--- config.mk ---
export PLATFORM = sky130hd
export DESIGN_NAME = pr_mem_subsystem
export DESIGN_NICKNAME = d
export VERILOG_FILES = /design/src/pr_mem_pkg.sv /design/src/mem_req_arbiter.sv /design/src/mem_store.sv /design/src/pr_freeze_bridge.sv /design/src/pr_mem_subsystem.sv
export VERILOG_INCLUDE_DIRS = /design/src
export SDC_FILE = /design/constraint.sdc
export NUM_CORES = 2
export LEC_CHECK = 0
export ABC_AREA = 0
export BUFFER_PORTS_ARGS = -buffer_cell sky130_fd_sc_hd__buf_4
export CELL_PAD_IN_SITES_DETAIL_PLACEMENT = 1
export CELL_PAD_IN_SITES_GLOBAL_PLACEMENT = 2
export CORE_MARGIN = 8
export CORE_UTILIZATION = 40
export CTS_CLUSTER_SIZE = 14
export DETAILED_ROUTE_END_ITERATION = 8
export PLACE_DENSITY = 0.63
export SLEW_MARGIN = 15
export SYNTH_ARGS = -nofsm -noshare
export SYNTH_HDL_FRONTEND = slang
export SYNTH_SLANG_ARGS = --single-unit
--- constraint.sdc ---
create_clock -name s_if -period 7.15 [get_ports s_if]
set_input_delay 1.43 -clock s_if [delete_from_list [all_inputs] [get_ports s_if]]
set_output_delay 1.43 -clock s_if [all_outputs]
set_load 0.02 [all_outputs]
--- src/pr_mem_settings.svh ---
// Widths and depth shared by RTL and testbench, with the request word fixed at address plus data
`ifndef PR_MEM_SETTINGS_SVH
`define PR_MEM_SETTINGS_SVH

// Word address into the shared memory
`define PMEM_ADDR_W 8

// Stored word and write data
`define PMEM_DATA_W 16

// Read tag echoed back in the response
`define PMEM_TAG_W 8

// Number of words, full address range
`define PMEM_DEPTH 256

// Request word holds either view of the union
`define PMEM_WORD_W (`PMEM_ADDR_W + `PMEM_DATA_W)

`endif

--- src/pr_mem_pkg.sv ---
// Request word types only, read view needs PMEM_TAG_W not wider than PMEM_DATA_W
`default_nettype none
`include "pr_mem_settings.svh"

package pr_mem_pkg;

    // ------------------------------
    // Request word views
    // ------------------------------

    // Write view, address and the word to store
    typedef struct packed {
        logic [`PMEM_ADDR_W-1:0] addr;
        logic [`PMEM_DATA_W-1:0] data;
    } mem_wr_view_t;

    // Read view, low bits unused
    typedef struct packed {
        logic [`PMEM_ADDR_W-1:0]                              addr;
        logic [`PMEM_TAG_W-1:0]                               tag;
        logic [`PMEM_WORD_W-`PMEM_ADDR_W-`PMEM_TAG_W-1:0]     rsvd;
    } mem_rd_view_t;

    // The request's write bit picks the view
    typedef union packed {
        mem_wr_view_t wr;
        mem_rd_view_t rd;
    } mem_req_word_u;

endpackage

`default_nettype wire

--- src/mem_req_arbiter.sv ---
// Two-port round robin with one outstanding response, relies on the memory holding a single entry
`default_nettype none
`timescale 1ns/100ps
`include "pr_mem_settings.svh"

module mem_req_arbiter
    import pr_mem_pkg::*;
(
    input  logic                    s_if,
    input  logic                    arst_n,
    // Port 0
    input  logic                    p0_req_valid,
    input  logic                    p0_req_write,
    input  mem_req_word_u           p0_req_word,
    output logic                    p0_req_ready,
    output logic                    p0_rsp_valid,
    output logic                    p0_rsp_write,
    output logic [`PMEM_DATA_W-1:0] p0_rsp_data,
    output logic [`PMEM_TAG_W-1:0]  p0_rsp_tag,
    input  logic                    p0_rsp_ready,
    // Port 1
    input  logic                    p1_req_valid,
    input  logic                    p1_req_write,
    input  mem_req_word_u           p1_req_word,
    output logic                    p1_req_ready,
    output logic                    p1_rsp_valid,
    output logic                    p1_rsp_write,
    output logic [`PMEM_DATA_W-1:0] p1_rsp_data,
    output logic [`PMEM_TAG_W-1:0]  p1_rsp_tag,
    input  logic                    p1_rsp_ready,
    // Memory side
    output logic                    mem_req_valid,
    output logic                    mem_req_write,
    output mem_req_word_u           mem_req_word,
    input  logic                    mem_req_ready,
    input  logic                    mem_rsp_valid,
    input  logic                    mem_rsp_write,
    input  logic [`PMEM_DATA_W-1:0] mem_rsp_data,
    input  logic [`PMEM_TAG_W-1:0]  mem_rsp_tag,
    output logic                    mem_rsp_ready
);

    logic gnt;
    logic gnt_q;
    logic hold_q;
    logic prio_q;
    logic owner_q;
    logic accept;

    // ------------------------------
    // Grant
    // ------------------------------
    // Keep last cycle's choice while its request waits
    always_comb begin
        if (hold_q) begin
            gnt = gnt_q;
        end else if (p0_req_valid && p1_req_valid) begin
            gnt = prio_q;
        end else begin
            gnt = p1_req_valid;
        end
    end

    assign mem_req_valid = gnt ? p1_req_valid : p0_req_valid;
    assign mem_req_write = gnt ? p1_req_write : p0_req_write;
    assign mem_req_word  = gnt ? p1_req_word  : p0_req_word;
    assign p0_req_ready  = mem_req_ready & ~gnt;
    assign p1_req_ready  = mem_req_ready & gnt;
    assign accept        = mem_req_valid & mem_req_ready;

    always_ff @(posedge s_if or negedge arst_n) begin
        if (!arst_n) begin
            gnt_q   <= 1'b0;
            hold_q  <= 1'b0;
            prio_q  <= 1'b0;
            owner_q <= 1'b0;
        end else begin
            gnt_q  <= gnt;
            hold_q <= mem_req_valid & ~mem_req_ready;
            if (accept) begin
                owner_q <= gnt;
                // Other side waiting, so it goes first next time
                if (gnt ? p0_req_valid : p1_req_valid) begin
                    prio_q <= ~gnt;
                end
            end
        end
    end

    // ------------------------------
    // Response return
    // ------------------------------
    assign p0_rsp_valid  = mem_rsp_valid & ~owner_q;
    assign p1_rsp_valid  = mem_rsp_valid & owner_q;
    assign mem_rsp_ready = owner_q ? p1_rsp_ready : p0_rsp_ready;
    assign p0_rsp_write  = mem_rsp_write;
    assign p1_rsp_write  = mem_rsp_write;
    assign p0_rsp_data   = mem_rsp_data;
    assign p1_rsp_data   = mem_rsp_data;
    assign p0_rsp_tag    = mem_rsp_tag;
    assign p1_rsp_tag    = mem_rsp_tag;

    a_one_ready: assert property (@(posedge s_if) disable iff (!arst_n)
        !(p0_req_ready && p1_req_ready));

    a_grant_held: assert property (@(posedge s_if) disable iff (!arst_n)
        (mem_req_valid && !mem_req_ready) |=> (gnt == $past(gnt)));

endmodule

`default_nettype wire

--- src/mem_store.sv ---
// Shared word memory without reset, contents undefined until written
`default_nettype none
`timescale 1ns/100ps
`include "pr_mem_settings.svh"

module mem_store
    import pr_mem_pkg::*;
(
    input  logic                    s_if,
    input  logic                    arst_n,
    input  logic                    req_valid,
    input  logic                    req_write,
    input  mem_req_word_u           req_word,
    output logic                    req_ready,
    output logic                    rsp_valid,
    output logic                    rsp_write,
    output logic [`PMEM_DATA_W-1:0] rsp_data,
    output logic [`PMEM_TAG_W-1:0]  rsp_tag,
    input  logic                    rsp_ready
);

    logic [`PMEM_DATA_W-1:0] mem [`PMEM_DEPTH];
    logic                    accept;

    // Room when empty or when the held response leaves now
    assign req_ready = ~rsp_valid | rsp_ready;
    assign accept    = req_valid & req_ready;

    always_ff @(posedge s_if or negedge arst_n) begin
        if (!arst_n) begin
            rsp_valid <= 1'b0;
        end else if (accept) begin
            rsp_valid <= 1'b1;
        end else if (rsp_ready) begin
            rsp_valid <= 1'b0;
        end
    end

    // Array and response payload
    always_ff @(posedge s_if) begin
        if (accept) begin
            rsp_write <= req_write;
            if (req_write) begin
                mem[req_word.wr.addr] <= req_word.wr.data;
                rsp_data              <= '0;
                rsp_tag               <= '0;
            end else begin
                rsp_data <= mem[req_word.rd.addr];
                rsp_tag  <= req_word.rd.tag;
            end
        end
    end

    a_rsp_held: assert property (@(posedge s_if) disable iff (!arst_n)
        (rsp_valid && !rsp_ready) |=>
            (rsp_valid && $stable(rsp_write) && $stable(rsp_data) && $stable(rsp_tag)));

endmodule

`default_nettype wire

--- src/pr_freeze_bridge.sv ---
// One region front end with a single-entry request buffer and no buffering of responses
`default_nettype none
`timescale 1ns/100ps
`include "pr_mem_settings.svh"

module pr_freeze_bridge
    import pr_mem_pkg::*;
(
    input  logic                    s_if,
    input  logic                    arst_n,
    input  logic                    freeze,
    input  logic                    region_reset,
    output logic                    region_rst_n,
    // Region side
    input  logic                    up_req_valid,
    input  logic                    up_req_write,
    input  mem_req_word_u           up_req_word,
    output logic                    up_req_ready,
    output logic                    up_rsp_valid,
    output logic                    up_rsp_write,
    output logic [`PMEM_DATA_W-1:0] up_rsp_data,
    output logic [`PMEM_TAG_W-1:0]  up_rsp_tag,
    input  logic                    up_rsp_ready,
    // Shared side
    output logic                    dn_req_valid,
    output logic                    dn_req_write,
    output mem_req_word_u           dn_req_word,
    input  logic                    dn_req_ready,
    input  logic                    dn_rsp_valid,
    input  logic                    dn_rsp_write,
    input  logic [`PMEM_DATA_W-1:0] dn_rsp_data,
    input  logic [`PMEM_TAG_W-1:0]  dn_rsp_tag,
    output logic                    dn_rsp_ready
);

    logic          buf_valid;
    logic          buf_write;
    mem_req_word_u buf_word;
    logic          up_accept;
    logic          dn_accept;

    // ------------------------------
    // Request buffer
    // ------------------------------
    assign dn_accept    = dn_req_valid & dn_req_ready;
    assign up_req_ready = ~buf_valid | dn_accept;
    assign up_accept    = up_req_valid & up_req_ready;

    always_ff @(posedge s_if or negedge arst_n) begin
        if (!arst_n) begin
            buf_valid <= 1'b0;
        end else if (up_accept) begin
            buf_valid <= 1'b1;
        end else if (dn_accept) begin
            buf_valid <= 1'b0;
        end
    end

    always_ff @(posedge s_if) begin
        if (up_accept) begin
            buf_write <= up_req_write;
            buf_word  <= up_req_word;
        end
    end

    // Held back while the region is frozen
    assign dn_req_valid = buf_valid & ~freeze;
    assign dn_req_write = buf_write;
    assign dn_req_word  = buf_word;

    // ------------------------------
    // Response path
    // ------------------------------
    // Drain whatever comes back during freeze
    assign dn_rsp_ready = freeze | up_rsp_ready;
    assign up_rsp_valid = dn_rsp_valid & ~freeze;
    assign up_rsp_write = dn_rsp_write;
    assign up_rsp_data  = dn_rsp_data;
    assign up_rsp_tag   = dn_rsp_tag;

    // Region reset, one flop after the request
    always_ff @(posedge s_if or negedge arst_n) begin
        if (!arst_n) begin
            region_rst_n <= 1'b0;
        end else begin
            region_rst_n <= ~region_reset;
        end
    end

    a_no_req_in_freeze: assert property (@(posedge s_if) disable iff (!arst_n)
        freeze |-> !dn_req_valid);

endmodule

`default_nettype wire

--- src/pr_mem_subsystem.sv ---
// Static region top for two PR regions sharing one memory, one response in flight at a time
`default_nettype none
`timescale 1ns/100ps
`include "pr_mem_settings.svh"

module pr_mem_subsystem
    import pr_mem_pkg::*;
(
    input  logic                    s_if,
    input  logic                    arst_n,
    // Region 0
    input  logic                    u0_req_valid,
    output logic                    u0_req_ready,
    input  logic                    u0_req_write,
    input  mem_req_word_u           u0_req_word,
    output logic                    u0_rsp_valid,
    input  logic                    u0_rsp_ready,
    output logic                    u0_rsp_write,
    output logic [`PMEM_DATA_W-1:0] u0_rsp_data,
    output logic [`PMEM_TAG_W-1:0]  u0_rsp_tag,
    input  logic                    u0_freeze,
    input  logic                    u0_region_reset,
    output logic                    u0_region_rst_n,
    // Region 1
    input  logic                    u1_req_valid,
    output logic                    u1_req_ready,
    input  logic                    u1_req_write,
    input  mem_req_word_u           u1_req_word,
    output logic                    u1_rsp_valid,
    input  logic                    u1_rsp_ready,
    output logic                    u1_rsp_write,
    output logic [`PMEM_DATA_W-1:0] u1_rsp_data,
    output logic [`PMEM_TAG_W-1:0]  u1_rsp_tag,
    input  logic                    u1_freeze,
    input  logic                    u1_region_reset,
    output logic                    u1_region_rst_n
);

    // Bridge to arbiter
    logic                    b0_req_valid;
    logic                    b0_req_ready;
    logic                    b0_req_write;
    mem_req_word_u           b0_req_word;
    logic                    b0_rsp_valid;
    logic                    b0_rsp_ready;
    logic                    b0_rsp_write;
    logic [`PMEM_DATA_W-1:0] b0_rsp_data;
    logic [`PMEM_TAG_W-1:0]  b0_rsp_tag;
    logic                    b1_req_valid;
    logic                    b1_req_ready;
    logic                    b1_req_write;
    mem_req_word_u           b1_req_word;
    logic                    b1_rsp_valid;
    logic                    b1_rsp_ready;
    logic                    b1_rsp_write;
    logic [`PMEM_DATA_W-1:0] b1_rsp_data;
    logic [`PMEM_TAG_W-1:0]  b1_rsp_tag;

    // Arbiter to memory
    logic                    mem_req_valid;
    logic                    mem_req_ready;
    logic                    mem_req_write;
    mem_req_word_u           mem_req_word;
    logic                    mem_rsp_valid;
    logic                    mem_rsp_ready;
    logic                    mem_rsp_write;
    logic [`PMEM_DATA_W-1:0] mem_rsp_data;
    logic [`PMEM_TAG_W-1:0]  mem_rsp_tag;

    pr_freeze_bridge bridge0_inst (
        .s_if         (s_if),
        .arst_n       (arst_n),
        .freeze       (u0_freeze),
        .region_reset (u0_region_reset),
        .region_rst_n (u0_region_rst_n),
        .up_req_valid (u0_req_valid),
        .up_req_write (u0_req_write),
        .up_req_word  (u0_req_word),
        .up_req_ready (u0_req_ready),
        .up_rsp_valid (u0_rsp_valid),
        .up_rsp_write (u0_rsp_write),
        .up_rsp_data  (u0_rsp_data),
        .up_rsp_tag   (u0_rsp_tag),
        .up_rsp_ready (u0_rsp_ready),
        .dn_req_valid (b0_req_valid),
        .dn_req_write (b0_req_write),
        .dn_req_word  (b0_req_word),
        .dn_req_ready (b0_req_ready),
        .dn_rsp_valid (b0_rsp_valid),
        .dn_rsp_write (b0_rsp_write),
        .dn_rsp_data  (b0_rsp_data),
        .dn_rsp_tag   (b0_rsp_tag),
        .dn_rsp_ready (b0_rsp_ready)
    );

    pr_freeze_bridge bridge1_inst (
        .s_if         (s_if),
        .arst_n       (arst_n),
        .freeze       (u1_freeze),
        .region_reset (u1_region_reset),
        .region_rst_n (u1_region_rst_n),
        .up_req_valid (u1_req_valid),
        .up_req_write (u1_req_write),
        .up_req_word  (u1_req_word),
        .up_req_ready (u1_req_ready),
        .up_rsp_valid (u1_rsp_valid),
        .up_rsp_write (u1_rsp_write),
        .up_rsp_data  (u1_rsp_data),
        .up_rsp_tag   (u1_rsp_tag),
        .up_rsp_ready (u1_rsp_ready),
        .dn_req_valid (b1_req_valid),
        .dn_req_write (b1_req_write),
        .dn_req_word  (b1_req_word),
        .dn_req_ready (b1_req_ready),
        .dn_rsp_valid (b1_rsp_valid),
        .dn_rsp_write (b1_rsp_write),
        .dn_rsp_data  (b1_rsp_data),
        .dn_rsp_tag   (b1_rsp_tag),
        .dn_rsp_ready (b1_rsp_ready)
    );

    mem_req_arbiter mem_req_arbiter_inst (
        .s_if          (s_if),
        .arst_n        (arst_n),
        .p0_req_valid  (b0_req_valid),
        .p0_req_write  (b0_req_write),
        .p0_req_word   (b0_req_word),
        .p0_req_ready  (b0_req_ready),
        .p0_rsp_valid  (b0_rsp_valid),
        .p0_rsp_write  (b0_rsp_write),
        .p0_rsp_data   (b0_rsp_data),
        .p0_rsp_tag    (b0_rsp_tag),
        .p0_rsp_ready  (b0_rsp_ready),
        .p1_req_valid  (b1_req_valid),
        .p1_req_write  (b1_req_write),
        .p1_req_word   (b1_req_word),
        .p1_req_ready  (b1_req_ready),
        .p1_rsp_valid  (b1_rsp_valid),
        .p1_rsp_write  (b1_rsp_write),
        .p1_rsp_data   (b1_rsp_data),
        .p1_rsp_tag    (b1_rsp_tag),
        .p1_rsp_ready  (b1_rsp_ready),
        .mem_req_valid (mem_req_valid),
        .mem_req_write (mem_req_write),
        .mem_req_word  (mem_req_word),
        .mem_req_ready (mem_req_ready),
        .mem_rsp_valid (mem_rsp_valid),
        .mem_rsp_write (mem_rsp_write),
        .mem_rsp_data  (mem_rsp_data),
        .mem_rsp_tag   (mem_rsp_tag),
        .mem_rsp_ready (mem_rsp_ready)
    );

    mem_store mem_store_inst (
        .s_if      (s_if),
        .arst_n    (arst_n),
        .req_valid (mem_req_valid),
        .req_write (mem_req_write),
        .req_word  (mem_req_word),
        .req_ready (mem_req_ready),
        .rsp_valid (mem_rsp_valid),
        .rsp_write (mem_rsp_write),
        .rsp_data  (mem_rsp_data),
        .rsp_tag   (mem_rsp_tag),
        .rsp_ready (mem_rsp_ready)
    );

endmodule

`default_nettype wire

==> results_dict.tcl <==
set metrics [dict create \
    seq_power_share 0.460 \
    ys_ff_latch 4180 \
    yosys_warnings 0 \
    p_clk_frac 0.357 \
    outcome "complete, no violations" \
    htree_num_levels 5 \
    mean_instance_size_in_the_synthesized_netlist_sq_um 20.8 \
    synth_cell_types 52 \
    tritoncts_clock_tree "built" \
    multi_input_comb_area_sq_um 32000 \
    fin_nets 8408 \
    floorplan.die_area_sq_um 419000 \
    syn_to_final_growth_pct 16.2 \
    floorplan.initialDensity 0.402 \
    postPlaceCellArea_sq_um 171000 \
    fin_util 0.467 \
    asyncSetResetFlopFracSynth 0.00215 \
    ir_drop_v 0.000200 \
    tightestPinTransition_ps 1330 \
    most_frequent_cells_in_the_layout "edfxtp_1 (4171), mux4_2 (784), buf_4 (685), clkbuf_16 (451), a21oi_1 (413)" \
    layout.cells.most_common "edfxtp_1" \
    grt_overflow 0 \
    crit_fanout 30 \
    combPwrFrac 0.183 \
    final_max_slew_viol_count 0 \
    switching_power_w 0.0175 \
    finalHoldViolations 0 \
    coreArea_sq_um 396000 \
    finalWorstPathRequiredPeriod_ps 6550 \
    drt-total-wl_mm 491 \
    layout.filler_cells 35842 \
    io_pins 116 \
    post-cts-setup-buffer-count 0 \
    die_h_um 647 \
    synth_area_sq_um 159000 \
    p_int_w 0.0455 \
    syn-instance-count 7645 \
    cts_sinks 4180 \
    worst_ep_required_time_ps 7870 \
    worst_hold_path_type "primary input to asynchronous set/reset pin" \
    placement_rows 231 \
    final_layout_size_suffix_gt1_frac 0.268 \
    drt-initial-drc-count 9229 \
    postSynthNetCount 7705 \
    drt-wirelength-per-cell_um 35.1 \
    die-width_um 647 \
    storage_cell_area_sq_um 125000 \
    critPathLaunchType "primary input" \
    synth-seq-area-share 0.788 \
    hpwl_mm 297 \
    cts-root-buf "clkbuf_16" \
    clockBufferDepth 4 \
    switching_share 0.277 \
    postSynth.topFlopCell "edfxtp_1" \
    numCtsBuffers 441 \
    post_route_fraction_of_the_period_consumed_by_the_critical_path 0.915 \
    max_cap_violations 0 \
    timing.final.setup_violations 0 \
    place.port_buffers 115 \
    grt_pass1_vias 85759 \
    fin_worst_hold_slack_ps 273 \
    cts.clk_slew.worst_paths_ps 60 \
    finalInstanceArea_sq_um 185000 \
    antenna_violating_nets_post_route 0 \
    arrival_ps 7270 \
    worst-setup-path-type "primary input to flip-flop" \
    count_of_hold_buffers_inserted_by_post_cts_repair 0 \
    synth_enable_flop_cells 4171 \
    place_congestion 0.841 \
    dr.pass1.iters 6 \
    global_route_wire_length_before_repair_mm 682 \
    total_power_w 0.0630 \
    fin_skew_ps 59.8 \
    vias 83029 \
    worst_skew_pair.late_latency_ps 990 \
    drc 0 \
    maxSlewHeadroom 0.104 \
    grt_max_degree 180 \
    end_kind "flip-flop" \
    grtUsageTotal 0.229 \
    post_cts.resized_instances 0 \
    max_freq_mhz 153 \
    leakage_nw 58.7 \
    powerDensity_nw_per_um2 340 \
    grt_setup_unrepaired "no" \
    route.detailed.vias_per_inst 5.95 \
    antenna_found_initial 29 \
]
-- power groups by stage --
stage | Combinational, W | Clock (W) | Sequential [W]
after detailed placement | 0.0116 | 0 | 0.0295
after floorplan | 0.00633 | 0 | 0.0300
final | 0.0115 | 0.0225 | 0.0290
after global placement | 0.0113 | 0 | 0.0295
after CTS | 0.0116 | 0.0229 | 0.0290
after global routing | 0.0120 | 0.0237 | 0.0290
-- area by class of cell --
class,count,share of cell area
flip-flops and latches,4180,0.678
repair buffers,770,0.0369
multi-input cells,2944,0.173
diodes,7,0.0000947
clock buffers,533,0.0627
well taps,5242,0.0354
clock inverters,277,0.0134
inverters,11,0.000223
-- cell families (layout without fill, tap and decap cells) --
family / after synthesis / count (layout) / share of synthesized area
buffers and inverters: 521 / 1591 / 0.0155
muxes: 1062 / 1062 / 0.128
and+or+nand+nor: 760 / 760 / 0.0207
AOI/OAI and AO/OA: 1122 / 1122 / 0.0477
other: 0 / 7 / 0
DFF: 4180 / 4180 / 0.788
-- layer usage --
metal	up-vias	wire (um)	global-route usage
li1	33560	-	-
met1	45753	208000	0.323
met2	3045	234000	0.373
met3	667	32900	0.0339
met4	4	15500	0.0642
met5	-	19	0
-- per-stage QoR --
stage               setup slack (ps)  TNS, ps  cells
floorplan                        274        0   7645
global placement                -741    -2090  13141
detailed placement              -577     -804  13146
CTS                              462        0  13956
global route                     628        0  13959
finish                           604        0  13964
-- synthesized netlist by cell type, types with 11 or more instances --
cell      instances  area (sq um)
buf_1            56           210
o41ai_1          21           184
nand2_1         307          1150
buf_6            18           203
a22oi_1         385          2890
nor2_1          264           991
and2_1           11          68.8
clkbuf_1        237           890
buf_2           146           731
edfxtp_1       4171        125000
nand3_1          27           135
mux2i_1         272          2720
mux4_2          784         17700
nor4_1           85           532
o22ai_1          60           375
buf_4            53           398
a21oi_1         419          2100
a221oi_1        206          1800
nor3_1           13          65.1
nand4_1          13          81.3
-- worst max-delay path, stage by stage --
cell     delay [ps]
buf_4           120
or3b_1          420
a32oi_1         380
and2_4          940
buf_12          360
buf_12          280
mux4_2          540
a22oi_1         360
a21oi_1         400
nor4_1         1040
o22ai_1         520
or2_1           350
-- worst paths after layout --
check,from,endpoint,slack (ps),cells after the start
setup / recovery,u0_freeze,mem_store_inst.rsp_data[1]$_SDFFCE_PP0P_,600,12
hold / removal,arst_n,bridge0_inst.buf_valid$_DFFE_PN0P_,270,1
setup reg to reg,mem_req_arbiter_inst.prio_q$_DFFE_PN0P_,mem_store_inst.rsp_data[1]$_SDFFCE_PP0P_,780,11
hold reg to reg,mem_req_arbiter_inst.prio_q$_DFFE_PN0P_,mem_req_arbiter_inst.prio_q$_DFFE_PN0P_,510,1
max in group asynchronous,arst_n,mem_req_arbiter_inst.hold_q$_DFF_PN0_,6730,1
min in group s_if,mem_req_arbiter_inst.prio_q$_DFFE_PN0P_,mem_req_arbiter_inst.prio_q$_DFFE_PN0P_,510,1
-- flip-flops by register name, indices dropped and copies added, names as in the netlist, 8 cells and up --
register,count
mem_store_inst.mem,4096
bridge0_inst.dn_req_word,24
bridge1_inst.dn_req_word,24
mem_store_inst.rsp_data,16
mem_store_inst.rsp_tag,8
Power figures use the tool's default switching activity.
